File: config.mk
export PLATFORM = sky130hd
export DESIGN_NAME = shared_ram_arbiter_flat
export DESIGN_NICKNAME = d
export VERILOG_FILES = /design/src/common/node_bus_pkg.sv /design/src/common/local_bus_if.sv /design/src/design/shared_ram/shared_ram_arbiter.sv /design/src/flat_wrapper.sv
export SDC_FILE = /design/constraint.sdc
export NUM_CORES = 1
export LEC_CHECK = 0
export BUFFER_PORTS_ARGS = -buffer_cell sky130_fd_sc_hd__buf_2
export CAP_MARGIN = 20
export CORE_AREA = 2 2 123 125
export DETAILED_ROUTE_END_ITERATION = 8
export DIE_AREA = 0 0 125 127
export PLACE_DENSITY = 0.48
export SLEW_MARGIN = 10
export SYNTH_ARGS = -nofsm -noshare
export SYNTH_HDL_FRONTEND = slang
export SYNTH_SLANG_ARGS = --single-unit
File: constraint.sdc
create_clock -name clk -period 1.7 [get_ports clk]
set_input_delay 0 -clock clk [delete_from_list [all_inputs] [get_ports clk]]
set_output_delay 0 -clock clk [all_outputs]
set_load 0.1 [all_outputs]
File: src/common/node_bus_pkg.sv
`default_nettype none

// ====================
// Bus widths and payload types shared by the host port, router and RAMs
// ====================
package node_bus_pkg;

	localparam int ADDR_W = 32;                   // Byte address width
	localparam int DATA_W = 32;                   // One data word

	typedef logic [ADDR_W-1:0]   addr_t;          // Byte address
	typedef logic [DATA_W-1:0]   data_t;          // Data word
	typedef logic [DATA_W/8-1:0] sel_t;           // One strobe per byte lane

	// Interrupt side of the node
	typedef logic [7:0] cause_t;                  // Cause code delivered with a level
	typedef logic [2:0] irq_level_t;              // Level zero means no interrupt

	// Response codes as they appear on BRESP and RRESP
	typedef enum logic [1:0] {
		OKAY   = 2'b00,
		SLVERR = 2'b10
	} resp_e;

	// Target of a decoded host address
	typedef enum logic [1:0] {
		SHARED,                                   // RAM shared with the network port
		SCRATCH,                                  // Host-only scratchpad
		CAUSE,                                    // Interrupt cause table
		NONE                                      // Unmapped, answered with an error
	} region_e;

endpackage

`default_nettype wire

File: src/common/local_bus_if.sv
`timescale 1ns/100ps
`default_nettype none

// One request and its response inside the node
// The master holds req and the request fields until ack, then drops req the next cycle
interface local_bus_if;
	import node_bus_pkg::*;

	// Request side, owned by the master
	logic  req;
	logic  we;                                    // High for a write
	addr_t adr;
	data_t wdata;
	sel_t  sel;                                   // Byte strobes for writes

	// Response side, owned by the slave
	logic  ack;                                   // One-cycle pulse ending the request
	data_t rdata;                                 // Valid with ack
	logic  err;                                   // Valid with ack

	modport master (
		output req, we, adr, wdata, sel,
		input  ack, rdata, err
	);

	modport slave (
		input  req, we, adr, wdata, sel,
		output ack, rdata, err
	);

endinterface

`default_nettype wire

File: src/design/shared_ram/shared_ram_arbiter.sv
`timescale 1ns/100ps
`default_nettype none

// Round-robin arbiter between the host and the network port on the shared RAM
module shared_ram_arbiter (
	input  wire                      clk,
	input  wire                      rst_i,
	local_bus_if.slave               host_i,     // Host requests from the router
	// Network master port
	input  wire                      net_req_i,
	input  wire                      net_we_i,
	input  wire node_bus_pkg::addr_t net_adr_i,
	input  wire node_bus_pkg::data_t net_wdata_i,
	input  wire node_bus_pkg::sel_t  net_sel_i,
	output logic                     net_ack_o,
	output node_bus_pkg::data_t      net_rdata_o,
	local_bus_if.master              ram_o       // Towards the shared byte RAM
);

	typedef enum logic [1:0] {IDLE, HOST, NET} state_e;

	state_e state_q;
	logic   last_net_q;                           // Set when the network was served last

	// ====================
	// Grant FSM
	// ====================
	always_ff @(posedge clk) begin
		if (rst_i) begin
			state_q    <= IDLE;
			last_net_q <= 1'b0;
		end else begin
			case (state_q)
				IDLE: begin
					// On a tie the requester not served last wins
					if (host_i.req && (!net_req_i || last_net_q)) begin
						state_q    <= HOST;
						last_net_q <= 1'b0;
					end else if (net_req_i) begin
						state_q    <= NET;
						last_net_q <= 1'b1;
					end
				end
				HOST, NET: begin
					if (ram_o.ack) begin
						state_q <= IDLE;          // Grant ends with the RAM ack
					end
				end
				default: state_q <= IDLE;
			endcase
		end
	end

	// Request mux, the granted side drives the RAM
	always_comb begin
		ram_o.req   = 1'b0;
		ram_o.we    = host_i.we;
		ram_o.adr   = host_i.adr;
		ram_o.wdata = host_i.wdata;
		ram_o.sel   = host_i.sel;
		case (state_q)
			HOST: ram_o.req = host_i.req;
			NET: begin
				ram_o.req   = net_req_i;
				ram_o.we    = net_we_i;
				ram_o.adr   = net_adr_i;      // RAM takes the word index from bits 2 up
				ram_o.wdata = net_wdata_i;
				ram_o.sel   = net_sel_i;
			end
			default: ram_o.req = 1'b0;
		endcase
	end

	// ====================
	// Ack return to the grant holder
	// ====================
	assign host_i.ack   = (state_q == HOST) && ram_o.ack;
	assign host_i.rdata = ram_o.rdata;
	assign host_i.err   = ram_o.err;
	assign net_ack_o    = (state_q == NET) && ram_o.ack;
	assign net_rdata_o  = ram_o.rdata;

endmodule

`default_nettype wire

File: src/flat_wrapper.sv
// flat-port wrapper written by rule: the top's interface ports become plain ports
module shared_ram_arbiter_flat 
  (clk, rst_i, net_req_i, net_we_i, net_adr_i, net_wdata_i, net_sel_i, net_ack_o, net_rdata_o, host_i_req, host_i_we, host_i_adr, host_i_wdata, host_i_sel, host_i_ack, host_i_rdata, host_i_err, ram_o_req, ram_o_we, ram_o_adr, ram_o_wdata, ram_o_sel, ram_o_ack, ram_o_rdata, ram_o_err);
  local_bus_if host_i_i ();
  local_bus_if ram_o_i ();
  input  wire clk;
  input  wire rst_i;
  input  wire net_req_i;
  input  wire net_we_i;
  input  wire node_bus_pkg::addr_t net_adr_i;
  input  wire node_bus_pkg::data_t net_wdata_i;
  input  wire node_bus_pkg::sel_t net_sel_i;
  output logic net_ack_o;
  output node_bus_pkg::data_t net_rdata_o;
  input wire logic [$bits(host_i_i.req)-1:0] host_i_req;
  input wire logic [$bits(host_i_i.we)-1:0] host_i_we;
  input wire logic [$bits(host_i_i.adr)-1:0] host_i_adr;
  input wire logic [$bits(host_i_i.wdata)-1:0] host_i_wdata;
  input wire logic [$bits(host_i_i.sel)-1:0] host_i_sel;
  output wire logic [$bits(host_i_i.ack)-1:0] host_i_ack;
  output wire logic [$bits(host_i_i.rdata)-1:0] host_i_rdata;
  output wire logic [$bits(host_i_i.err)-1:0] host_i_err;
  output wire logic [$bits(ram_o_i.req)-1:0] ram_o_req;
  output wire logic [$bits(ram_o_i.we)-1:0] ram_o_we;
  output wire logic [$bits(ram_o_i.adr)-1:0] ram_o_adr;
  output wire logic [$bits(ram_o_i.wdata)-1:0] ram_o_wdata;
  output wire logic [$bits(ram_o_i.sel)-1:0] ram_o_sel;
  input wire logic [$bits(ram_o_i.ack)-1:0] ram_o_ack;
  input wire logic [$bits(ram_o_i.rdata)-1:0] ram_o_rdata;
  input wire logic [$bits(ram_o_i.err)-1:0] ram_o_err;
  assign host_i_i.req = host_i_req;
  assign host_i_i.we = host_i_we;
  assign host_i_i.adr = host_i_adr;
  assign host_i_i.wdata = host_i_wdata;
  assign host_i_i.sel = host_i_sel;
  assign host_i_ack = host_i_i.ack;
  assign host_i_rdata = host_i_i.rdata;
  assign host_i_err = host_i_i.err;
  assign ram_o_req = ram_o_i.req;
  assign ram_o_we = ram_o_i.we;
  assign ram_o_adr = ram_o_i.adr;
  assign ram_o_wdata = ram_o_i.wdata;
  assign ram_o_sel = ram_o_i.sel;
  assign ram_o_i.ack = ram_o_ack;
  assign ram_o_i.rdata = ram_o_rdata;
  assign ram_o_i.err = ram_o_err;
  shared_ram_arbiter u_core (.clk(clk), .rst_i(rst_i), .host_i(host_i_i), .net_req_i(net_req_i), .net_we_i(net_we_i), .net_adr_i(net_adr_i), .net_wdata_i(net_wdata_i), .net_sel_i(net_sel_i), .net_ack_o(net_ack_o), .net_rdata_o(net_rdata_o), .ram_o(ram_o_i));
endmodule
; Yosys cells after proc, flatten, opt, wreduce, memory -nomap -nowiden
; Index checks and enable logic that the tools add are counted.
[op_classes]
n_eq_ne = 4
n_mux = 11
n_reduce_logical = 10
[op_table]
columns = operator, n
row1 = $mux W32, 2
row2 = $mux W2, 3
row3 = $mux W4, 1
row4 = $pmux W2 S2, 1
row5 = $reduce_and A2 Y1, 2
row6 = $logic_and A1 B1 Y1, 3
row7 = $mux W1, 3
row8 = $ne A3 B2 Y1 const B, 1
row9 = $eq A2 B1 Y1 const B, 1
row10 = $eq A2 B2 Y1 const B, 1
row11 = $logic_not A2 Y1, 1
row12 = $ne A2 B2 Y1 const B, 1
row13 = $pmux W1 S2, 1
row14 = $reduce_bool A2 Y1, 1
row15 = $reduce_or A2 Y1, 1
row16 = $logic_not A1 Y1, 1
row17 = $logic_or A1 B1 Y1, 1
[word_totals]
ff_bits = 3
in_bits = 176
output_inout_bits = 137
elab_cells = 27

; Longest topological paths before layout
[logic_depth]
ltp_word = 5
ltp_mapped = 6
mapped_depth_nobuf = 5

; Worst setup path before layout
; No wires, ideal clock.
[synth_path]
kind = register -> output
from = reg u_core.state_q[1]
to = out ram_o_req
arrival_time_ns = 2.034
t_required_ns = 1.700
slack_ns = -0.334
stages_incl_launch_ff = 4
n_path_buf = 0
path_cell_list = dfxtp_1 > inv_1 > ha_1 > nor2b_1
[synth_via]
elab_chain_len = 2
elab_cells_between_ends = 3
[synth_rtl]
columns = element, line_no
row1 = start: declaration, shared_ram_arbiter.sv:22  ; state_e state_q;
row2 = start signal: assignment, shared_ram_arbiter.sv:30  ; state_q <= IDLE;
row3 = start signal: assignment, shared_ram_arbiter.sv:37  ; state_q <= HOST;
row4 = start signal: assignment, shared_ram_arbiter.sv:40  ; state_q <= NET;
row5 = $eq A2 B2 Y1 / $eq A2 B1 Y1 (equally long branches), shared_ram_arbiter.sv:61  ; case (state_q)
row6 = $pmux W1 S2 (*), shared_ram_arbiter.sv:61
row7 = end: declaration, flat_wrapper.sv:23  ; output wire logic [$bits(ram_o_i.req)-1:0] ram_o_req;
; Mark *: on every way between the ends. The rest lies on a longest branch, timed or not.

; Worst setup path in the final report
[layout_path]
from = reg u_core.state_q[0]
to = out ram_o_sel[0]
[layout_via]
elab_chain_len = 2
[layout_rtl]
columns = element, line_no
row1 = $eq A2 B2 Y1, shared_ram_arbiter.sv:61
row2 = $mux W4, shared_ram_arbiter.sv:61
row3 = end: declaration, flat_wrapper.sv:27  ; output wire logic [$bits(ram_o_i.sel)-1:0] ram_o_sel;
; Every way passes these cells.

==> impl_results.md <==
* Status: complete, no violations
* Gr usage total at 8.37%
* WL/cell at 14.6 um
* DR WL met2 at 3.76 mm
* Peak VDD IR at 0.000403 V
* 1st-iter DRT viols at 20
* Leak at 1.65 nW
* Max-cap viol count at 0
* Die H at 127 um
* Asr flop ratio synth at 0%
* Core ar. at 14400 um^2
* DRT met1 WL at 2.53 mm
* CTS Buf Count at 3
* RSZ-0062 raised after global routing: true
* Clock buffer depth at 2
* Reg clk slew, reported paths at 0.03 ns
* Period utilisation layout at 96.6%
* Metal3 WL at 931 um
* Top-area cell type share of the netlist area at 50.0%
* Post-CTS Setup Inserts at 0
* Inserted Diodes at 0
* Number of synthesized flops with an enable pin at 0
* Final setup fails at 0
* Final Max Slew Viols at 0
* Worst-Skew Late Latency at 0.22 ns
* Power Density at 1340 nW/um^2
* Routed via count at 1710
* Worst hold path type: in2out
* CTS Sinks at 3
* Worst Setup SP: u_core.state_q[0]
* Synth unique cells at 19
* Post-route insts no fill at 501
* Largest net degree at the start of global routing at 22
* Yosys warns at 0
* Kind of critical path: reg2out
* Synth Flop Type: dfxtp_1
* Clk_skew at 0.00137 ns
* 1st-pass router iterations at 2
* Wire length of the first global-routing pass at 10.3 mm
* Crit end category: primary output
* Yosys top cell by area: mux2_2
* Io pins at 313
* Final hold vios at 0
* R2R Setup Slk at 0.18 ns
* H-tree Lvls at 1
* Initial antenna violation count at 3
* Placed Instances at 496
* Layout cells sized above 1 at 93.1%
* Required @ worst endpoint at 1.70 ns
* Final Util at 24.4%
* Post-Route Setup TNS at 0 ns
* Mapped Cells at 168
* Cell area after layout at 3520 um^2
* CP max FO at 20
* Synthesized net count at 348
* Number of global-route vias before repair at 1783
* Worst-Margin Slew at 0.504 ns
* Area growth from synthesis to layout at 127%
* Die W at 125 um
* Most frequent cells after synthesis: mux2_2, buf_4, buf_2
* Worst R2R Path Depth at 5
* Gr ovfl total at 0
* Area occupied by registers at 61.3 um^2
* Avg Cell Area, Syn at 9.25 um^2
* Multi-input gate area at 955 um^2
* Routed Antenna Nets at 0
* Seq/Total Area, Yosys at 3.86%
* Fmax at 609 MHz
* Critical Path Start Type: flop
* Relative slew slack at 66.6%
* Root Driver: clkbuf_16
* Synth area leaders: mux2_2, buf_4, dfxtp_1, ha_1, buf_6
* Final net count at 498
* Die area at 15900 um^2
* Min-delay src: ram_o_rdata[2]
* Worst R2R End: u_core.state_q[0]
* # fillers at 1559
* DR top layer: met5
* Design Power at 4.71 mW
* Hpwl dp at 6.38 mm
* Hold Crit Depth at 0
* Worst R2R Start: u_core.state_q[1]
* Arr. time, crit path at 1.64 ns
* Post-Syn Area at 1550 um^2
* Vias/cell at 3.41
* FF+latch count, synth at 3
* Top-count cell post-synth: mux2_2
* Rows at 44
* Final WL at 7.31 mm
* Final Wtd Congestion at 0.761
* IO buf count at 214
* TritonCTS clock tree: yes
* Post-route minimum period at 1.64 ns
* Post-DP Area at 3410 um^2
* DR DRC count at 0
* Initial Util at 10.8%
* Worst Hold End: host_i_rdata[2]
-- where the power goes --
part           switching (mW)  internal [mW]
clock network          0.0636          0.309
logic                    2.67           1.58
registers              0.0141         0.0849
total                    2.74           1.97
-- repair_timing --
item | 4_1_cts | 5_1_grt
endpoints found under the setup margin | 39 | 1
hold buffers | 0 | 0
gates resized for setup | 3 | 2
pin swaps | 1 | 0
cloned | 1 | 0
-- flip-flops by register name (all words and copies together) (netlist names) --
register and count:
u_core.state_q 2, u_core.last_net_q 1
-- per-stage QoR --
| step | setup WS [ns] | hold WS (ns) |
|---|---|---|
| after floorplan | 0.179 | 0.0780 |
| after global placement | 0.144 | 0.000739 |
| after detailed placement | 0.111 | 0.000739 |
| after CTS | 0.0376 | 0.000739 |
| after global routing | -0.00467 | 0.000219 |
| final | 0.0572 | 0.0000483 |
-- layout make-up --
cell class / instances / share of cell area (%)
repair buffers: 218 / 62.1
multi-input cells: 89 / 27.1
well taps: 184 / 6.54
clock buffers: 4 / 2.24
flip-flops and latches: 3 / 1.74
inverters: 3 / 0.320
-- worst max-delay path: stages, from the launching register on --
cell and delay, ns:
dfxtp_1 0.31, inv_2 0.10, ha_4 0.24, buf_12 0.19, mux2_2 0.39, buf_12 0.17
-- kinds of logic (layout without fill, tap and decap cells) --
| family | Yosys count | after routing | share of synthesized area (%) |
|---|---|---|---|
| buf+inv | 76 | 225 | 35.9 |
| mux | 70 | 70 | 50.6 |
| fa+ha+maj | 4 | 4 | 3.22 |
| compound gates | 6 | 6 | 2.50 |
| simple gates | 9 | 9 | 3.86 |
| flops | 3 | 3 | 3.86 |
-- layout by cell type (no fill, tap or decap), drive strengths merged --
cell and count:
or4b 1, inv 3, nor2b 4, a311oi 1, mux2i 1, dfxtp 3
nor2 1, clkbuf 4, ha 4, mux2 69, a22oi 1, nand2b 1
and2 2, o21ai 1, a21oi 2, buf 218, o31ai 1
-- routing by layer --
layer / vias up / global-route usage (%)
met2: 148 / 15.9
met5: - / 0
met1: 734 / 8.61
met3: 15 / 3.64
li1: 811 / -
met4: 2 / 1.50
-- how the worst max path moves through the flow --
stage / end / slack (ns) / cells past startpoint
finish: ram_o_sel[0] / 0.06 / 5
global route: ram_o_adr[23] / -0.005 / 5
CTS: ram_o_wdata[24] / 0.04 / 5
detailed placement: u_core.state_q[0] / 0.11 / 5
global placement: u_core.state_q[0] / 0.14 / 5
floorplan: ram_o_sel[0] / 0.18 / 6
(Power assumes the default switching activity.)
