===== config.mk =====
export PLATFORM = sky130hd
export DESIGN_NAME = irq_cause_table_flat
export DESIGN_NICKNAME = d
export VERILOG_FILES = /design/src/common/node_bus_pkg.sv /design/src/common/node_map_pkg.sv /design/src/common/local_bus_if.sv /design/src/design/irq_cause_table.sv /design/src/flat_wrapper.sv
export SDC_FILE = /design/constraint.sdc
export NUM_CORES = 1
export LEC_CHECK = 0
export ABC_AREA = 1
export BUFFER_PORTS_ARGS = -buffer_cell sky130_fd_sc_hd__buf_2
export CAP_MARGIN = 20
export CORE_UTILIZATION = 30
export DETAILED_ROUTE_END_ITERATION = 10
export PLACE_DENSITY_LB_ADDON = 0.08
export SLEW_MARGIN = 20
export SYNTH_ARGS = -nofsm -noshare
export SYNTH_HDL_FRONTEND = slang
export SYNTH_SLANG_ARGS = --single-unit

===== constraint.sdc =====
create_clock -name clk -period 1.9 [get_ports clk]
set_input_delay 0.095 -clock clk [delete_from_list [all_inputs] [get_ports clk]]
set_output_delay 0.095 -clock clk [all_outputs]
set_load 0.005 [all_outputs]

===== src/common/node_bus_pkg.sv =====
`default_nettype none

// ====================
// Bus widths and payload types shared by the host port, router and RAMs
// ====================
package node_bus_pkg;

	localparam int ADDR_W = 32;                   // Byte address width
	localparam int DATA_W = 32;                   // One data word

	typedef logic [ADDR_W-1:0]   addr_t;          // Byte address
	typedef logic [DATA_W-1:0]   data_t;          // Data word
	typedef logic [DATA_W/8-1:0] sel_t;           // One strobe per byte lane

	// Interrupt side of the node
	typedef logic [7:0] cause_t;                  // Cause code delivered with a level
	typedef logic [2:0] irq_level_t;              // Level zero means no interrupt

	// Response codes as they appear on BRESP and RRESP
	typedef enum logic [1:0] {
		OKAY   = 2'b00,
		SLVERR = 2'b10
	} resp_e;

	// Target of a decoded host address
	typedef enum logic [1:0] {
		SHARED,                                   // RAM shared with the network port
		SCRATCH,                                  // Host-only scratchpad
		CAUSE,                                    // Interrupt cause table
		NONE                                      // Unmapped, answered with an error
	} region_e;

endpackage

`default_nettype wire


===== src/common/node_map_pkg.sv =====
`default_nettype none

// ====================
// Address map of the node
// ====================
package node_map_pkg;

	// The window number sits in address bits 31 down to REGION_LSB
	localparam int REGION_LSB = 18;               // 256 KB per window
	localparam int WIN_W      = 14;               // Bits from REGION_LSB to the top of the address
	localparam int WORD_LSB   = 2;                // Word index starts above the byte offset

	typedef logic [WIN_W-1:0] win_t;

	// Decoded windows, anything else is unmapped
	localparam win_t SHARED_WIN  = win_t'(0);
	localparam win_t SCRATCH_WIN = win_t'(1);
	localparam win_t CAUSE_WIN   = win_t'(2);

endpackage

`default_nettype wire


===== src/common/local_bus_if.sv =====
`timescale 1ns/100ps
`default_nettype none

// One request and its response inside the node
// The master holds req and the request fields until ack, then drops req the next cycle
interface local_bus_if;
	import node_bus_pkg::*;

	// Request side, owned by the master
	logic  req;
	logic  we;                                    // High for a write
	addr_t adr;
	data_t wdata;
	sel_t  sel;                                   // Byte strobes for writes

	// Response side, owned by the slave
	logic  ack;                                   // One-cycle pulse ending the request
	data_t rdata;                                 // Valid with ack
	logic  err;                                   // Valid with ack

	modport master (
		output req, we, adr, wdata, sel,
		input  ack, rdata, err
	);

	modport slave (
		input  req, we, adr, wdata, sel,
		output ack, rdata, err
	);

endinterface

`default_nettype wire


===== src/design/irq_cause_table.sv =====
`timescale 1ns/100ps
`default_nettype none

// Eight interrupt cause entries, one per level, readable by the host
module irq_cause_table (
	input  wire                          clk,
	input  wire                          rst_i,
	input  wire node_bus_pkg::irq_level_t irq_level_i,
	input  wire node_bus_pkg::cause_t     irq_cause_i,
	local_bus_if.slave                   bus_i
);
	import node_bus_pkg::*;
	import node_map_pkg::*;

	localparam int ENTRIES = 2 ** $bits(irq_level_t);

	cause_t     entry_q [ENTRIES];
	irq_level_t idx;
	logic       ack_q;
	data_t      rdata_q;
	logic       take;

	assign idx  = bus_i.adr[WORD_LSB +: $bits(irq_level_t)];
	assign take = bus_i.req && !ack_q;            // Answered one cycle after req

	always_ff @(posedge clk) begin
		if (rst_i) begin
			for (int i = 0; i < ENTRIES; i++) begin
				entry_q[i] <= '0;
			end
			ack_q <= 1'b0;
		end else begin
			ack_q <= take;
			if (take && bus_i.we && bus_i.sel[0]) begin
				entry_q[idx] <= bus_i.wdata[$bits(cause_t)-1:0];
			end
			// Capture comes last so it wins, level zero never captures
			if (irq_level_i != '0) begin
				entry_q[irq_level_i] <= irq_cause_i;
			end
		end
	end

	always_ff @(posedge clk) begin
		if (take) begin
			rdata_q <= data_t'(entry_q[idx]);     // Zero-extended
		end
	end

	assign bus_i.ack   = ack_q;
	assign bus_i.rdata = rdata_q;
	assign bus_i.err   = 1'b0;

endmodule

`default_nettype wire


===== src/flat_wrapper.sv =====
// flat-port wrapper written by rule: the top's interface ports become plain ports
module irq_cause_table_flat import node_bus_pkg::*; import node_map_pkg::*;
  (clk, rst_i, irq_level_i, irq_cause_i, bus_i_req, bus_i_we, bus_i_adr, bus_i_wdata, bus_i_sel, bus_i_ack, bus_i_rdata, bus_i_err);
  local_bus_if bus_i_i ();
  input  wire clk;
  input  wire rst_i;
  input  wire node_bus_pkg::irq_level_t irq_level_i;
  input  wire node_bus_pkg::cause_t irq_cause_i;
  input wire logic [$bits(bus_i_i.req)-1:0] bus_i_req;
  input wire logic [$bits(bus_i_i.we)-1:0] bus_i_we;
  input wire logic [$bits(bus_i_i.adr)-1:0] bus_i_adr;
  input wire logic [$bits(bus_i_i.wdata)-1:0] bus_i_wdata;
  input wire logic [$bits(bus_i_i.sel)-1:0] bus_i_sel;
  output wire logic [$bits(bus_i_i.ack)-1:0] bus_i_ack;
  output wire logic [$bits(bus_i_i.rdata)-1:0] bus_i_rdata;
  output wire logic [$bits(bus_i_i.err)-1:0] bus_i_err;
  assign bus_i_i.req = bus_i_req;
  assign bus_i_i.we = bus_i_we;
  assign bus_i_i.adr = bus_i_adr;
  assign bus_i_i.wdata = bus_i_wdata;
  assign bus_i_i.sel = bus_i_sel;
  assign bus_i_ack = bus_i_i.ack;
  assign bus_i_rdata = bus_i_i.rdata;
  assign bus_i_err = bus_i_i.err;
  irq_cause_table u_core (.clk(clk), .rst_i(rst_i), .irq_level_i(irq_level_i), .irq_cause_i(irq_cause_i), .bus_i(bus_i_i));
endmodule

* Word level (Yosys, flattened, before mapping)
Memory sizes are Yosys's and may differ from the RTL's. A register that Yosys moved wholly into a read port is not among the register bits. Cells that the tools add are included.
Storage, ports and cells: output and inout bits 34, bits in writable memories 64, memories 1, flip-flop bits (word level) 1
Cells by class: multiplexer cells 14, reduce and logical (&&, ||, !) cells 7
Memory list:
- u_core.entry_q | depth 8, width 8, read ports 1, clocked after Yosys merged registers in 1, write ports 8, RTL line irq_cause_table.sv:17 | cause_t entry_q [ENTRIES];
Operators with widths (number):
- 2-to-1 mux 8 bit | 2
- OR reduction 8 bit | 2
- 2-to-1 mux 1 bit | 10
- 2-to-1 mux 3 bit | 2
- logical AND 1 bit | 3
- nonzero test 3 bit | 1
- logical NOT 1 bit | 1

* Logic depth before layout (Yosys ltp)
Gate-level depths: netlist of the first run.
depth after elaboration 9, gate-level depth with buffers 8, mapped depth without buffers 7

* Least setup slack after synthesis of the first run
No wires, ideal clock.
path kind register -> register, from register u_core.ack_q, in the netlist u_core.bus_i.ack, to memory u_core.entry_q[1][0] (netlist name) (enable), cell stages (with the launch flop) 5, arrival time 1529 ps, period minus slack after synthesis 1913 ps, data required time 1516 ps, path slack -13 ps, path through dfxtp_1 -> nor2_4 -> nand3_4 -> buf_6 -> o21ai_0
RTL lines:
- from (decl) | RTL line irq_cause_table.sv:19 | logic ack_q;
- from (signal assigned) | RTL line irq_cause_table.sv:33 | ack_q <= take;
- to (decl) | RTL line irq_cause_table.sv:17

==> flow_summary_export.csv, run 1 <==
group,metric,value,unit
timing,finalSetupTns,0,ns
detailed_routing,drt_wl_total,12600,um
final_layout,multi_input_area,1990,um2
power_and_ir_drop,clockPowerShare,37.7,%
place,placed_area,4800,um2
detailed_routing,drtIter0Drc,208,
timing,min_period,1.54,ns
synthesis,synth_top_area_share,47.9,%
final_layout,register_area,2180,um2
timing,fmax,650,MHz
global_route,grt_pass1_vias,3242,
final_layout,syn_to_final_growth,11.8,%
timing,rsz0062_at_grt,"no",
synthesis,netlist_top_cells_area,"edfxtp_1 (48%), nand2_1 (28%), nor2_1 (5.9%)",
worst_setup_path,cp.required,1.95,ns
power_and_ir_drop,p_comb_share,13.0,%
synthesis,synth_common_cells,"nand2_1 (340), edfxtp_1 (72), nor2_1 (71)",
timing,relSlewSlack,65.8,%
place,port_buffers,35,
place,dp.cells,801,
timing,fin_ws,0.362,ns
final_layout,drive_gt1_share,14.6,%
clocking,cts_root_buf,"clkbuf_16",
power_and_ir_drop,p_seq_share,49.3,%
clocking,cts_sinks,73,
synthesis,ys.flop_type,"edfxtp_1",
power_and_ir_drop,p_leak,2.50,nW
detailed_routing,drtAntennaViolNets,0,
detailed_routing,route.detailed.drc,0,
final_layout,layout.cells.non_filler,814,
floorplan,coreArea,14600,um2
global_route,track_usage,17.0,%
synthesis,yosys_warnings,0,
global_route,grt.overflow.total,0,
place,preCtsSetupSlack,0.344,ns
power_and_ir_drop,internal_power,2.87,mW
floorplan,start_util,30.9,%
power_and_ir_drop,powerDensity,762,nW/um2
final_layout,diodes,0,
synthesis,ys_seq_elements,73,
floorplan,die_y,125,um
clocking,cts_tree,"done",
clocking,clockBufferDepth,2,
clocking,cts_setup_buffers,0,
detailed_routing,wl_per_cell,15.5,um
outcome,outcome,"complete, no violations",
clocking,ctsHoldBuffers,0,
floorplan,std_cell_rows,44,
clocking,insertion_delay,0.33,ns
power_and_ir_drop,power.switching,979,uW
clocking,cts_resized,0,
floorplan,dieWidth,125,um
synthesis,async_flop_share,0,%
final_layout,fin_util,34.6,%
detailed_routing,drt_first_pass_iters,5,
clocking,cts_max_level,3,
global_route,grt_max_degree,21,
worst_setup_path,end_kind,"flop",
final_layout,fill_cells,1535,
worst_setup_path,arrival,1.58,ns
timing,setup_viol,0,
global_route,antenna_found_initial,0,
synthesis,yosysMostFrequentCell,"nand2_1",
power_and_ir_drop,sw_frac_of_total,25.5,%
detailed_routing,vias_per_cell,4.40,
synthesis,synth-edff-count,72,
timing,tightest_slew,0.512,ns
min_path,hold_class,"input pin to flop",
worst_setup_path,crit_fanout,14,
final_layout,finalNetCount,711,
clocking,clk_pin_slew,0.05,ns
synthesis,syn-cell-area,4510,um2
timing,fin_crit_sh,80.9,%
clocking,cts_buffers,9,
synthesis,synth_top_area_cell,"edfxtp_1",
timing,maxSlewViolCount,0,
detailed_routing,vias,3580,
timing,finalClockSkew,0.00375,ns
place,dp_hpwl,8750,um
synthesis,synthCells,586,
place,place_congestion,0.744,
job,cap_violations,0,
worst_setup_path,start_kind,"flop",
floorplan,ios,117,
synthesis,synth_area_per_cell,7.70,um2
worst_setup_path,critPathKind,"flop to flop",
final_layout,fin_area,5040,um2
global_route,grt_pass1_wl,19300,um
floorplan,die_area,15500,um2
synthesis,ys_seq_area_share,48.4,%
timing,finalHoldViolCount,0,
power_and_ir_drop,ir_drop,0.000425,V
synthesis,synth_cell_type_count,24,
power by group through the flow:
stage | logic (mW) | clock network, mW | registers [mW]
after floorplan | 0.343 | 0 | 1.93
after global placement | 0.503 | 0 | 1.93
after detailed placement | 0.508 | 0 | 1.93
after CTS | 0.509 | 1.48 | 1.89
after global routing | 0.565 | 1.56 | 1.90
final | 0.502 | 1.45 | 1.89
sequential cells by signal (all words and copies together), names as in the netlist:
register            count
u_core.bus_i.ack        1
u_core.bus_i.rdata      8
u_core.entry_q         64
layout make-up:
class | count | area share (%)
Clock buffer | 10 | 4.54
Clock inverter | 3 | 0.223
Inverter | 18 | 1.49
Multi-Input combinational cell | 473 | 39.5
Sequential cell | 73 | 43.3
Tap cell | 184 | 4.57
Timing Repair Buffer | 53 | 6.40
logic make-up (layout without fill, tap and decap cells):
logic type             after synthesis  count (layout)  synth area share, %
flip-flops                          73              73                 48.4
AND/OR/NAND/NOR                    441             441                 41.3
other                                1              25               0.0831
buffers and inverters               64              84                 9.48
AO/OA/AOI/OAI                        7               7                0.776
per-stage QoR:
| stage | hold WS [ns] | total power [mW] |
|---|---|---|
| 5_1_grt | 0.192 | 4.03 |
| 3_3_place_gp | 0.484 | 2.43 |
| 4_1_cts | 0.136 | 3.88 |
| 3_5_place_dp | 0.483 | 2.43 |
| 2_1_floorplan | 0.281 | 2.27 |
| 6_report | 0.146 | 3.84 |
worst paths after layout:
path	start	end	slack, ns	depth (start not counted)
max	u_core.bus_i.ack	u_core.entry_q[3][7]	0.36	4
max reg2reg	u_core.bus_i.ack	u_core.entry_q[3][7]	0.36	4
min reg2reg	u_core.bus_i.ack	u_core.bus_i.ack	0.58	3
min	bus_i_req	u_core.bus_i.ack	0.15	5
placed cells by master, fill, tap and decap left out:
cell type and instances:
nand2_1 340, edfxtp_1 72, nor2_1 71, buf_2 35, conb_1 25, buf_4 17, inv_1 11, clkbuf_16 9
o21ai_0 7, nor2_4 6, nand3_1 6, nor2_8 5, inv_2 5, clkinv_1 4, nor2_2 4, nand2_2 3
nand3_2 2, inv_8 1, nand3_4 1, nand2_8 1, nand2_4 1, nor3_2 1, clkbuf_1 1, buf_12 1
dfxtp_1 1
metal layers:
layer,vias to the layer above,share of wire (%),global-route usage (%)
met5,-,0,0
met2,98,44,25.2
met1,1616,50,25.3
li1,1857,-,-
met4,0,1.1,4.68
met3,9,4.5,2.62
worst max-delay path: stages, from the launching register on:
cell and delay, ns:
dfxtp_1 0.33, nor2_4 0.16, nand3_4 0.25, o21ai_0 0.31, buf_4 0.20
(Power assumes the default switching activity.)
==> inputs of run 2 (changes only) <==
- clock period: 1.9 -> 1.6 ns (I/O delays scaled with it)
==> flow_summary_export.csv, run 2 (synthesis results as in run 1) <==
group,metric,value,unit
outcome,outcome,"complete, no violations",
timing,finalHoldViolCount,0,
worst_setup_path,start_kind,"flop",
detailed_routing,vias_per_cell,4.46,
final_layout,fill_cells,1504,
worst_setup_path,arrival,1.55,ns
final_layout,syn_to_final_growth,12.9,%
final_layout,final_common_cell,"nand2_1",
detailed_routing,route.detailed.drc,0,
global_route,grt_max_degree,19,
detailed_routing,vias,3660,
floorplan,dieWidth,125,um
clocking,cts_resized,0,
timing,fin_crit_sh,94.5,%
timing,maxSlewViolCount,0,
place,place_congestion,0.746,
clocking,ctsHoldBuffers,0,
timing,fmax,662,MHz
timing,rsz0062_at_grt,"no",
global_route,grt.overflow.total,0,
final_layout,largest_reg_flops,64,
clocking,cts_sinks,73,
final_layout,finalNetCount,715,
clocking,clk_pin_slew,0.06,ns
power_and_ir_drop,total_power,4.64,mW
clocking,clockBufferDepth,2,
place,port_buffers,35,
detailed_routing,drt_first_pass_iters,5,
floorplan,die_y,125,um
final_layout,diodes,0,
detailed_routing,wl_per_cell,15.3,um
clocking,cts_tree,"done",
global_route,track_usage,16.8,%
final_layout,largest-register,"u_core.entry_q",
floorplan,die_area,15500,um2
clocking,insertion_delay,0.33,ns
clocking,cts_root_buf,"clkbuf_16",
clocking,cts_setup_buffers,0,
global_route,antenna_found_initial,0,
final_layout,drive_gt1_share,15.7,%
global_route,grt_pass1_wl,19400,um
worst_setup_path,cp.required,1.63,ns
worst_setup_path,crit_fanout,14,
timing,finalClockSkew,0.00295,ns
floorplan,ios,117,
timing,finalSetupTns,0,ns
timing,min_period,1.51,ns
final_layout,final_cell_mix,"nand2_1 (340), edfxtp_1 (72), nor2_1 (71), buf_2 (35), conb_1 (25)",
floorplan,start_util,30.9,%
power_and_ir_drop,powerDensity,912,nW/um2
job,cap_violations,0,
timing,hold-worst-slack,0.132,ns
clocking,cts_max_level,3,
floorplan,coreArea,14600,um2
final_layout,register_area,2180,um2
global_route,grt_pass1_vias,3354,
floorplan,std_cell_rows,44,
place,dp_hpwl,8850,um
detailed_routing,drt_wl_total,12500,um
min_path,hold_class,"input pin to flop",
power_and_ir_drop,p_leak,2.53,nW
worst_setup_path,critPathKind,"flop to flop",
worst_setup_path,end_kind,"flop",
clocking,cts_buffers,9,
power_and_ir_drop,ir_drop,0.000515,V
timing,setup_viol,0,
detailed_routing,drtIter0Drc,261,
final_layout,fin_util,34.9,%
detailed_routing,drtAntennaViolNets,0,
final_layout,multi_input_area,2000,um2
==> run 2: cell count changes in the layout (fill, tap and decap cells not counted), moves of 2 or more <==
cell,change
clkinv_2,+4
clkinv_1,-3
buf_4,+4
clkbuf_1,+2
o21ai_0,-7
o21ai_1,+7
==> run 2: stage by stage <==
stage / setup slack [ns] / instance area [um2] / cells
after floorplan: -0.0961 / 4600 / 610
after global placement: 0.139 / 4830 / 805
after detailed placement: 0.118 / 4830 / 805
after CTS: 0.110 / 5090 / 821
after global routing: 0.0167 / 5090 / 821
final: 0.0883 / 5090 / 821
==> run 2: layout make-up <==
class | count | area share, %
well taps | 184 | 4.52
repair buffers | 57 | 6.93
inverters | 18 | 1.47
flip-flops and latches | 73 | 42.8
clock inverters | 4 | 0.393
multi-input cells | 473 | 39.2
clock buffers | 12 | 4.64
==> run 2: worst max-delay path: stages (launching register included) <==
cell and delay [ns]:
dfxtp_1 0.33, nor2_4 0.16, nand3_4 0.28, o21ai_1 0.22, buf_4 0.21
==> run 2: final timing paths <==
kind                         start                   end  slack (ns)  cells past startpoint
hold / removal           bus_i_req      u_core.bus_i.ack        0.13                      5
hold reg to reg   u_core.bus_i.ack      u_core.bus_i.ack        0.60                      3
setup / recovery  u_core.bus_i.ack  u_core.entry_q[1][7]        0.09                      4
setup reg to reg  u_core.bus_i.ack  u_core.entry_q[1][7]        0.09                      4
==> run 2: where the power goes <==
group / switching, mW / leakage (nW) / internal (mW)
Clock: 0.748 / 0.130 / 1.04
Sequential: 0.0289 / 0.744 / 2.22
Combinational: 0.427 / 1.65 / 0.178
==> run 2: routing by layer <==
metal	vias up	part of all wire, %	global-route usage (%)
li1	1864	-	-
met1	1660	50	24.7
met2	112	43	24.7
met3	24	4.2	2.02
met4	0	3.3	7.51
met5	-	0	0
