--- config.mk ---
export PLATFORM = sky130hd
export DESIGN_NAME = axil_slave_flat
export DESIGN_NICKNAME = d
export VERILOG_FILES = /design/src/common/node_bus_pkg.sv /design/src/common/local_bus_if.sv /design/src/design/host_port/axil_slave.sv /design/src/flat_wrapper.sv
export SDC_FILE = /design/constraint.sdc
export NUM_CORES = 1
export LEC_CHECK = 0
export ABC_AREA = 1
export BUFFER_PORTS_ARGS = -buffer_cell sky130_fd_sc_hd__buf_2
export CORE_UTILIZATION = 38
export DETAILED_ROUTE_END_ITERATION = 16
export MAX_ROUTING_LAYER = met4
export PLACE_DENSITY_LB_ADDON = 0.08
export SYNTH_ARGS = -nofsm -noshare
export SYNTH_HDL_FRONTEND = slang
export SYNTH_SLANG_ARGS = --single-unit
--- constraint.sdc ---
create_clock -name clk -period 2.5 [get_ports clk]
set_input_delay 0.5 -clock clk [delete_from_list [all_inputs] [get_ports clk]]
set_output_delay 0.5 -clock clk [all_outputs]
set_load 0.01 [all_outputs]
--- src/common/node_bus_pkg.sv ---
`default_nettype none

// ====================
// Bus widths and payload types shared by the host port, router and RAMs
// ====================
package node_bus_pkg;

	localparam int ADDR_W = 32;                   // Byte address width
	localparam int DATA_W = 32;                   // One data word

	typedef logic [ADDR_W-1:0]   addr_t;          // Byte address
	typedef logic [DATA_W-1:0]   data_t;          // Data word
	typedef logic [DATA_W/8-1:0] sel_t;           // One strobe per byte lane

	// Interrupt side of the node
	typedef logic [7:0] cause_t;                  // Cause code delivered with a level
	typedef logic [2:0] irq_level_t;              // Level zero means no interrupt

	// Response codes as they appear on BRESP and RRESP
	typedef enum logic [1:0] {
		OKAY   = 2'b00,
		SLVERR = 2'b10
	} resp_e;

	// Target of a decoded host address
	typedef enum logic [1:0] {
		SHARED,                                   // RAM shared with the network port
		SCRATCH,                                  // Host-only scratchpad
		CAUSE,                                    // Interrupt cause table
		NONE                                      // Unmapped, answered with an error
	} region_e;

endpackage

`default_nettype wire

--- src/common/local_bus_if.sv ---
`timescale 1ns/100ps
`default_nettype none

// One request and its response inside the node
// The master holds req and the request fields until ack, then drops req the next cycle
interface local_bus_if;
	import node_bus_pkg::*;

	// Request side, owned by the master
	logic  req;
	logic  we;                                    // High for a write
	addr_t adr;
	data_t wdata;
	sel_t  sel;                                   // Byte strobes for writes

	// Response side, owned by the slave
	logic  ack;                                   // One-cycle pulse ending the request
	data_t rdata;                                 // Valid with ack
	logic  err;                                   // Valid with ack

	modport master (
		output req, we, adr, wdata, sel,
		input  ack, rdata, err
	);

	modport slave (
		input  req, we, adr, wdata, sel,
		output ack, rdata, err
	);

endinterface

`default_nettype wire

--- src/design/host_port/axil_slave.sv ---
`timescale 1ns/100ps
`default_nettype none

// AXI4-Lite slave that turns each transaction into one local-bus request
module axil_slave (
	input  wire                  clk,
	input  wire                  rst_i,
	// Write address and data
	input  wire node_bus_pkg::addr_t s_awaddr_i,
	input  wire                  s_awvalid_i,
	output logic                 s_awready_o,
	input  wire node_bus_pkg::data_t s_wdata_i,
	input  wire node_bus_pkg::sel_t  s_wstrb_i,
	input  wire                  s_wvalid_i,
	output logic                 s_wready_o,
	// Write response
	output node_bus_pkg::resp_e  s_bresp_o,
	output logic                 s_bvalid_o,
	input  wire                  s_bready_i,
	// Read address and data
	input  wire node_bus_pkg::addr_t s_araddr_i,
	input  wire                  s_arvalid_i,
	output logic                 s_arready_o,
	output node_bus_pkg::data_t  s_rdata_o,
	output node_bus_pkg::resp_e  s_rresp_o,
	output logic                 s_rvalid_o,
	input  wire                  s_rready_i,
	// Local bus towards the router
	local_bus_if.master          bus_o
);
	import node_bus_pkg::*;

	typedef enum logic [2:0] {IDLE, WRITE, READ, BRESP, RRESP} state_e;

	state_e state_q;
	addr_t  adr_q;                                // Latched AWADDR or ARADDR
	data_t  wdata_q;
	sel_t   sel_q;
	data_t  rdata_q;                              // Response held until the master takes it
	resp_e  resp_q;
	logic   wr_take;
	logic   rd_take;

	// ====================
	// Address channel acceptance
	// ====================
	// A write needs address and data together, and wins over a read in the same cycle
	assign wr_take = (state_q == IDLE) && s_awvalid_i && s_wvalid_i;
	assign rd_take = (state_q == IDLE) && s_arvalid_i && !wr_take;

	assign s_awready_o = wr_take;
	assign s_wready_o  = wr_take;
	assign s_arready_o = (state_q == IDLE) && !(s_awvalid_i && s_wvalid_i); // Held off while a write is taken

	always_ff @(posedge clk) begin
		if (rst_i) begin
			state_q <= IDLE;
		end else begin
			case (state_q)
				IDLE: begin
					if (wr_take) begin
						state_q <= WRITE;
					end else if (rd_take) begin
						state_q <= READ;
					end
				end
				WRITE: if (bus_o.ack) state_q <= BRESP;
				READ:  if (bus_o.ack) state_q <= RRESP;
				BRESP: if (s_bready_i) state_q <= IDLE; // Stays busy under back-pressure
				RRESP: if (s_rready_i) state_q <= IDLE;
				default: state_q <= IDLE;
			endcase
		end
	end

	// Request fields and the captured response
	always_ff @(posedge clk) begin
		if (wr_take) begin
			adr_q   <= s_awaddr_i;
			wdata_q <= s_wdata_i;
			sel_q   <= s_wstrb_i;
		end else if (rd_take) begin
			adr_q <= s_araddr_i;
			sel_q <= '1;                          // Reads cover the whole word
		end
		if (bus_o.ack) begin
			rdata_q <= bus_o.rdata;
			resp_q  <= bus_o.err ? SLVERR : OKAY;
		end
	end

	// ====================
	// Local request and AXI responses
	// ====================
	assign bus_o.req   = (state_q == WRITE) || (state_q == READ);
	assign bus_o.we    = (state_q == WRITE);
	assign bus_o.adr   = adr_q;
	assign bus_o.wdata = wdata_q;
	assign bus_o.sel   = sel_q;

	assign s_bvalid_o = (state_q == BRESP);
	assign s_bresp_o  = resp_q;
	assign s_rvalid_o = (state_q == RRESP);
	assign s_rdata_o  = rdata_q;
	assign s_rresp_o  = resp_q;

endmodule

`default_nettype wire

--- src/flat_wrapper.sv ---
// flat-port wrapper written by rule: the top's interface ports become plain ports
module axil_slave_flat import node_bus_pkg::*;
  (clk, rst_i, s_awaddr_i, s_awvalid_i, s_awready_o, s_wdata_i, s_wstrb_i, s_wvalid_i, s_wready_o, s_bresp_o, s_bvalid_o, s_bready_i, s_araddr_i, s_arvalid_i, s_arready_o, s_rdata_o, s_rresp_o, s_rvalid_o, s_rready_i, bus_o_req, bus_o_we, bus_o_adr, bus_o_wdata, bus_o_sel, bus_o_ack, bus_o_rdata, bus_o_err);
  local_bus_if bus_o_i ();
  input  wire clk;
  input  wire rst_i;
  input  wire node_bus_pkg::addr_t s_awaddr_i;
  input  wire s_awvalid_i;
  output logic s_awready_o;
  input  wire node_bus_pkg::data_t s_wdata_i;
  input  wire node_bus_pkg::sel_t s_wstrb_i;
  input  wire s_wvalid_i;
  output logic s_wready_o;
  output node_bus_pkg::resp_e s_bresp_o;
  output logic s_bvalid_o;
  input  wire s_bready_i;
  input  wire node_bus_pkg::addr_t s_araddr_i;
  input  wire s_arvalid_i;
  output logic s_arready_o;
  output node_bus_pkg::data_t s_rdata_o;
  output node_bus_pkg::resp_e s_rresp_o;
  output logic s_rvalid_o;
  input  wire s_rready_i;
  output wire logic [$bits(bus_o_i.req)-1:0] bus_o_req;
  output wire logic [$bits(bus_o_i.we)-1:0] bus_o_we;
  output wire logic [$bits(bus_o_i.adr)-1:0] bus_o_adr;
  output wire logic [$bits(bus_o_i.wdata)-1:0] bus_o_wdata;
  output wire logic [$bits(bus_o_i.sel)-1:0] bus_o_sel;
  input wire logic [$bits(bus_o_i.ack)-1:0] bus_o_ack;
  input wire logic [$bits(bus_o_i.rdata)-1:0] bus_o_rdata;
  input wire logic [$bits(bus_o_i.err)-1:0] bus_o_err;
  assign bus_o_req = bus_o_i.req;
  assign bus_o_we = bus_o_i.we;
  assign bus_o_adr = bus_o_i.adr;
  assign bus_o_wdata = bus_o_i.wdata;
  assign bus_o_sel = bus_o_i.sel;
  assign bus_o_i.ack = bus_o_ack;
  assign bus_o_i.rdata = bus_o_rdata;
  assign bus_o_i.err = bus_o_err;
  axil_slave u_core (.clk(clk), .rst_i(rst_i), .s_awaddr_i(s_awaddr_i), .s_awvalid_i(s_awvalid_i), .s_awready_o(s_awready_o), .s_wdata_i(s_wdata_i), .s_wstrb_i(s_wstrb_i), .s_wvalid_i(s_wvalid_i), .s_wready_o(s_wready_o), .s_bresp_o(s_bresp_o), .s_bvalid_o(s_bvalid_o), .s_bready_i(s_bready_i), .s_araddr_i(s_araddr_i), .s_arvalid_i(s_arvalid_i), .s_arready_o(s_arready_o), .s_rdata_o(s_rdata_o), .s_rresp_o(s_rresp_o), .s_rvalid_o(s_rvalid_o), .s_rready_i(s_rready_i), .bus_o(bus_o_i));
endmodule
# After elaboration in Yosys (flattened, before gate mapping)

Cells that the tools add are included.

Equality and inequality tests: 9
Multiplexer cells: 12
Reduce and logical (&&, ||, !) cells: 12

Operators by type and width:

| operator             | number |
|---|---|
| $mux W32             | 2 |
| $mux W3              | 6 |
| $pmux W3 S5          | 1 |
| $mux W4              | 2 |
| $eq A3 B2 Y1 const B | 2 |
| $logic_and A1 B1 Y1  | 6 |
| $ne A2 B1 Y1 const B | 3 |
| $reduce_and A5 Y1    | 1 |
| $eq A3 B1 Y1 const B | 1 |
| $eq A3 B3 Y1 const B | 1 |
| $logic_not A3 Y1     | 1 |
| $ne A3 B1 Y1 const B | 1 |
| $logic_not A1 Y1     | 2 |
| $mux W2              | 1 |
| $ne A2 B2 Y1 const B | 1 |
| $reduce_bool A2 Y1   | 1 |
| $logic_or A1 B1 Y1   | 1 |

Register bits after elaboration: 105
Input bits: 141
Output and inout port bits: 111
Word-level logic and storage cells: 39

# Longest topological paths before layout

Gate-level depths: netlist (run 1).

Depth in word-level cells: 8
Mapped depth: 9
Mapped depth without buffers: 9

# Worst setup path after synthesis (run 1)

Ideal clock, no wire load.

Path kind: input to register
From: input s_wvalid_i
To: register u_core.adr_q[0], in the netlist u_core.bus_o.adr[0] (enable)
Setup time: 0.429 ns
Arrival time: 2.323 ns
Required time: 2.071 ns
Setup slack: -0.253 ns
Stages on the path: 4
Buffers on the path: 0
Path through: nand2_1 -> inv_1 -> nor2_1 -> nor2_1

Longest elaborated chain between the ends: 4

RTL lines:

| element                                 | RTL line           | text |
|---|---|---|
| start: declaration                      | flat_wrapper.sv:12 | `input wire s_wvalid_i;` |
| $logic_and A1 B1 Y1 (*)                 | axil_slave.sv:48   | `assign wr_take = (state_q == IDLE) && s_awvalid_i && s_wvalid_i;` |
| $logic_not A1 Y1                        | axil_slave.sv:49   | `assign rd_take = (state_q == IDLE) && s_arvalid_i && !wr_take;` |
| $logic_and A1 B1 Y1                     | axil_slave.sv:49   |  |
| $reduce_bool A2 Y1 (no source line) (*) | n/a                |  |
| end signal: assignment                  | axil_slave.sv:79   | `adr_q <= s_awaddr_i;` |
| end signal: assignment                  | axil_slave.sv:83   | `adr_q <= s_araddr_i;` |
| end: declaration                        | axil_slave.sv:36   | `addr_t adr_q;` |

Mark *: on every way between the ends. The rest lies on a longest branch, timed or not.
A chain may end at the register's enable or synchronous reset.

# Worst setup path in the final report (run 1)

From: register u_core.state_q[0]
To: output s_wready_o

Longest elaborated chain between the ends: 3

RTL lines:

| element                           | RTL line           | text |
|---|---|---|
| start: declaration                | axil_slave.sv:35   | `state_e state_q;` |
| start signal: assignment          | axil_slave.sv:57   | `state_q <= IDLE;` |
| start signal: assignment          | axil_slave.sv:62   | `state_q <= WRITE;` |
| start signal: assignment          | axil_slave.sv:64   | `state_q <= READ;` |
| $logic_not A3 Y1                  | axil_slave.sv:48   |  |
| $logic_and A1 B1 Y1 (2 in series) | axil_slave.sv:48   |  |
| end: declaration                  | flat_wrapper.sv:13 | `output logic s_wready_o;` |

No other way between the ends.

==> metrics.txt, run 1 <==
CTS root buf=clkbuf_8; met2 wire len=roughly 4.5 mm; # IOs=about 250; initial antenna violation count=0; # resized after CTS=0; n_diodes=0; Max Clk Rate=~0.48 GHz; largest net degree at the start of global routing=38; Critical Path Fanout Max=21; DR top layer=met4; via count=between 2,000 and 3,000; Max-cap violations=0; required time worst endpoint=around 2 ns; DPL Wire Length=7.02 mm; Placed Instances=between 600 and 700; Yosys cell types=21; Final Max Slew Viols=0; CTS Buffer Depth=2; maximum vdd drop=slightly above 600 uV; worst hold start=s_wdata_i[8]; hold buffers post-CTS=0; post-synth top area share=0.797; RSZ-0062 raised after global routing=false; Worst-path clk slew=0.09 ns; Avg Vias per Cell=4.29; Worst Slack Setup Final=0.428 ns; Row Count=36; hold_ws=about 0.31 ns; Place WS=roughly 0.61 ns; Synth Instances=around 260; final setup fails=0; die area=10,400 um^2; DR DRC count=0; min cycle time layout=2.07 ns; first-pass GRT wire length=roughly 13 mm; Final TNS setup=0 ns; fillers=about 900; Synth warnings=0; per-cell routed wire length=14.0 um; GRT Overall Usage=0.175; gr ovfl total=0; Leak=roughly 2.5 nW; die width=slightly above 100 um; IO Port Bufs=about 250; Placer Congestion=a little under 0.8; Met3 Wirelength=slightly below 800 um; mapped cell area=between 3000 and 4000 um^2; critical path class=flop to output port; H-tree level count=3; status=completed; Seq/Total Area, Yosys=0.812; CTS tree=done; Setup Skew=between 0.004 and 0.005 ns; Die Ht=approximately 100 um; total power=about 0.0047 W; period utilization=0.829; Mean Syn Cell Area=approximately 15 um^2; Synth area leaders=edfxtp_1 80%, nand2_1 11%, dfxtp_1 1.6%; worst setup path startpoint=u_core.state_q[0]$_SDFFE_PP0P_; WL final=between 9 and 10 mm; startpoint class of the critical path=flop; Layout area overhead=41.2%; final-report hold violation count=0; setup bufs post-CTS=0; fin nets=approximately 660; drt pass-1 iters=4; cell taking the most area after synthesis=edfxtp_1; Critical Path AT=between 1.5 and 2 ns; Power Dens Cells=roughly 880 nW/um^2; Setup crit end kind=output port; initial core utilization=0.391; Final Non-Filler Cells=around 660; flops & latches, synth=104; Worst-Skew Late Latency=0.36 ns; Seq. cell area=3090 um^2; layout cells sized above 1=0.533; Met1 Wirelength=~3.7 mm; core box area=~9700 um^2; hold crit path type=input port to flop; Worst R2R Start=u_core.state_q[0]$_SDFFE_PP0P_; vias in the first global route=approximately 2,400; sinks on the clock net=about 100; multi-input combinational cell area=588 um^2; Antenna Nets Post-Route=0; Num CTS Buffers=9; drt initial violations=about 80
## cells by family after synthesis
kind of cell,share of synthesized area
AOI/OAI and AO/OA,0.00131
buffers and inverters,0.0361
DFF,0.812
other,0.000985
and+or+nand+nor,0.149
## stage by stage
step / utilization / instance area, um^2
4_1_cts: 0.552 / 5380
6_report: 0.552 / 5380
2_1_floorplan: - / 3810
5_1_grt: 0.552 / 5380
3_5_place_dp: 0.533 / 5190
3_3_place_gp: 0.533 / 5190
## worst paths after layout
kind | end | slack, ns | cells past startpoint
worst min register to register | u_core.state_q[0]$_SDFFE_PP0P_ | 0.63 | 4
worst min-delay path | u_core.bus_o.wdata[8]$_DFFE_PN_ | 0.31 | 1
worst max register to register | u_core.bus_o.sel[0]$_SDFFCE_PP1P_ | 0.75 | 5
worst max-delay path | s_wready_o | 0.43 | 4
## routing by layer
metal  GRT usage  vias up
met1       0.204     1255
li1            -     1392
met3      0.0445       15
met4      0.0868        0
met5           -        -
met2       0.283      146
## synthesized netlist by cell type, drive strengths merged
master,number
nand3,3
edfxtp,101
buf,10
nor3,1
nand2,112
dfxtp,3
nor2,12
or2,4
conb,1
inv,13
o21ai,1
nand4,1
## flip-flops by register name, indices dropped and copies added (netlist names)
signal	cells
u_core.s_bresp_o	1
u_core.bus_o.adr	32
u_core.s_rdata_o	32
u_core.bus_o.wdata	32
u_core.state_q	3
u_core.bus_o.sel	4
## final cells by class
class	count	area share
timing repair buffer	253	0.240
tap	133	0.0310
clock buffer	10	0.0237
inverter	13	0.00954
multi-input combinational	136	0.109
clock inverter	6	0.0112
sequential	104	0.575
## layout by cell type (no fill, tap or decap), types with 2 or more instances in the layout
master / Yosys / layout
dfxtp_1: 3 / 3
edfxtp_1: 101 / 101
inv_1: 11 / 11
buf_2: 0 / 249
nand2_2: 3 / 3
clkbuf_8: 0 / 9
or2_1: 4 / 4
nand2_1: 108 / 108
conb_1: 1 / 2
nor2_1: 10 / 9
clkinv_2: 0 / 2
buf_4: 7 / 3
## where the power goes
| part | internal (W) | leakage [nW] | total (W) | switching [W] |
|---|---|---|---|---|
| Combinational | 0.000469 | 1.46 | 0.00130 | 0.000830 |
| Clock | 0.000459 | 0.0937 | 0.00101 | 0.000551 |
| Sequential | 0.00233 | 0.977 | 0.00242 | 0.0000907 |
| Total | 0.00326 | 2.53 | 0.00473 | 0.00147 |
## critical path: stages (launching register included)
cell,delay (ns)
dfxtp_1,0.39
nor2_2,0.17
nand2_4,0.11
nor2_8,0.33
buf_2,0.21
Note: power is estimated with default switching activity, not from simulation.
==> run 2, diff against run 1 <==
- ABC_AREA: 1 -> 0
- clock period: 2.5 -> 1.8 ns (I/O delays scaled with it)
==> metrics.txt, run 2 <==
Setup Skew=0.00919 ns (+0.00447 ns); required time worst endpoint=1.44 ns (-0.56 ns); Placer Congestion=0.830 (+5.5%); Setup crit end kind=output port; GRT Overall Usage=0.164 (-0.0111); most numerous cell in the Yosys netlist=edfxtp_1; layout cells sized above 1=0.728 (+0.196); clock group share of total power=0.266 (+0.052); fillers=797 (-11%); Worst Slack Setup Final=-0.0193 ns (-0.447 ns); Synth warnings=0 (unchanged); initial antenna violation count=0 (unchanged); DPL Wire Length=6.90 mm (-1.8%); vias in the first global route=2,342 (-2.4%); Post-synth EDFFs=101 (unchanged); Die Ht=103 um (+0.80%); RSZ-0062 raised after global routing=true; via count=2,559 (-8.9%); critical-path cell list=or3_4, buf_6, a21oi_2, buf_2; compound-cell area share of the yosys netlist=0.00970 (+0.00838); gr ovfl total=0 (unchanged); drt initial violations=65 (-20%); top cells by count, synth=101 x edfxtp_1, 29 x mux2_4; first-pass GRT wire length=12.0 mm (-4.5%); hold crit path type=input port to flop; design area=5700 um^2 (+6.0%); area post-placement=5340 um^2 (+2.9%); cell taking the most area after synthesis=edfxtp_1; status=complete, but fails checks; most frequent cells in the layout=247 x buf_2, 101 x edfxtp_1, 29 x mux2_4; CTS Buffer Depth=2 (unchanged); fin nets=589 (-10%); Antenna Nets Post-Route=0 (unchanged); Synth area leaders=edfxtp_1 78%, mux2_4 11%, buf_12 1.6%; Critical Path Fanout Max=2 (-90%); Final TNS setup=-0.0193 ns (-0.0193 ns); CTS root buf=clkbuf_8; CP max stage cell=or3_4; period utilization=1.01; sinks on the clock net=104 (unchanged); post-synth top area share=0.784 (-0.0129); Buf+Inv Stages, Crit Path=2 (+1); per-cell routed wire length=15.5 um (+10%); Leak=2.51 nW (-0.84%); hold_ws=0.168 ns (-0.145 ns); Seq/Total Area, Yosys=0.799 (-0.0131); Row Count=36 (unchanged); initial core utilization=0.394 (+0.00278); IO Port Bufs=249 (unchanged); Sequential Power Share=0.547 (+0.035); CTS tree=done; ys async rst share=0 (unchanged); Mean Syn Cell Area=22.0 um^2 (+51%); die width=103 um (+0.80%); multi-input combinational cell area=689 um^2 (+17%); Num CTS Buffers=9 (unchanged); slowest stage delay, CP=0.42 ns (+0.03 ns); Critical Path AT=1.46 ns (-0.11 ns); largest net degree at the start of global routing=34 (-11%); Worst-Skew Late Latency=0.36 ns (about the same); xor/xnor share of the synthesized area=0.00226 (+0.00226); drt pass-1 iters=4 (unchanged); Max Clk Rate=around 0.55 GHz; WL final=9.07 mm (-1.4%); Layout area overhead=47.2%; core box area=9820 um^2 (+0.93%); main combinational cell family by area after synthesis=multiplexers; Switching Share=0.244 (-0.0675); final setup fails=1 (+1); Worst-path clk slew=0.10 ns (about the same); Yosys cell types=25 (+19%); Seq. cell area=3090 um^2 (about the same); maximum vdd drop=435 uV (-30%); final-report hold violation count=0 (unchanged); critical path class=flop to output port; failing checks=setup timing; n_diodes=0 (unchanged); most common cell after layout, fill and taps aside=buf_2; ys flop type=edfxtp_1; startpoint class of the critical path=flop; min cycle time layout=roughly 1.8 ns; Max-cap violations=0 (unchanged); DR DRC count=0 (unchanged); Power Dens Cells=952 nW/um^2 (+8.2%); CP delay by family, top=simple AND/OR/NAND/NOR gates; Final Max Slew Viols=0 (unchanged); post-synthesis simple-gate area fraction=0.0336 (-0.116); mux contribution to synthesized area=0.124 (+0.124); Internal=0.00410 W (+26%); Comb pwr share=0.188 (-0.087); adder-cell share of the synthesized area=0 (unchanged); flops & latches, synth=104 (unchanged); Synth Instances=176 (-33%); die area=10,600 um^2 (+1.6%); H-tree level count=3 (unchanged); hold buffers post-CTS=0 (unchanged); switching pwr=0.00132 W (-10%); Avg Vias per Cell=4.37 (+1.9%); # IOs=252 (unchanged); mapped cell area=3870 um^2 (+1.6%)
run 2: changes by cell type in the layout (fill, tap and decap cells not counted), moves of 4 or more:
cell     delta
mux2_2      +4
buf_6       +5
mux2_4     +29
nor2_1      -8
inv_1       -9
nand2_1   -106
or2_1       -4
buf_12      +4
buf_4       +7
run 2: cells by family (layout without fill, tap and decap cells):
family                    Yosys count  after routing
buffers and inverters              12            288
muxes                              33             33
xor gates and xnor gates            1              1
DFF                               104            104
and+or+nand+nor                    19             19
AOI/OAI and AO/OA                   6              6
other                               1              2
run 2: power groups by stage:
| stage | clock network (W) | registers, W | logic [W] |
|---|---|---|---|
| 2_1_floorplan | 0 | 0.00314 | 0.000328 |
| 3_3_place_gp | 0 | 0.00302 | 0.000909 |
| 3_5_place_dp | 0 | 0.00302 | 0.000917 |
| 4_1_cts | 0.00148 | 0.00297 | 0.000973 |
| 5_1_grt | 0.00157 | 0.00299 | 0.00110 |
| 6_report | 0.00144 | 0.00296 | 0.00102 |
run 2: timing repair:
item	in CTS	in global routing
gates resized for setup	8	3
endpoints found under the setup margin	3	39
cloned	1	2
pin swaps	2	1
setup buffers	4	1
run 2: per-layer routing:
| metal | track usage | vias up | wire length, um |
|---|---|---|---|
| li1 | - | 1224 | - |
| met4 | 0.0748 | 0 | 94 |
| met2 | 0.285 | 149 | 4790 |
| met1 | 0.175 | 1178 | 3360 |
| met5 | - | - | 0 |
| met3 | 0.0447 | 8 | 819 |
run 2: area by class of cell:
class / instances / area share
flip-flops and latches: 104 / 0.543
repair buffers: 270 / 0.271
multi-input cells: 61 / 0.121
well taps: 133 / 0.0292
clock buffers: 9 / 0.0217
clock inverters: 7 / 0.0125
inverters: 2 / 0.00132
run 2: worst paths after layout:
kind                            cells after the start                        endpoint  slack (ns)                           start
worst max-delay path                                4                     s_arready_o       -0.02  u_core.state_q[2]$_SDFFE_PP0P_
worst min-delay path                                1  u_core.s_rdata_o[19]$_DFFE_PP_        0.17                 bus_o_rdata[19]
worst max register to register                      5  u_core.bus_o.adr[31]$_DFFE_PP_        0.04  u_core.state_q[2]$_SDFFE_PP0P_
worst min register to register                      2  u_core.state_q[2]$_SDFFE_PP0P_        0.63  u_core.state_q[0]$_SDFFE_PP0P_
run 2: metrics by stage:
step,instances,utilization,setup WS [ns],total power [W]
floorplan,177,-,-0.00107,0.00347
global placement,563,0.544,0.0473,0.00393
detailed placement,563,0.544,0.0271,0.00394
CTS,584,0.573,-0.0496,0.00542
global route,586,0.580,-0.0647,0.00565
finish,586,0.580,-0.0193,0.00542
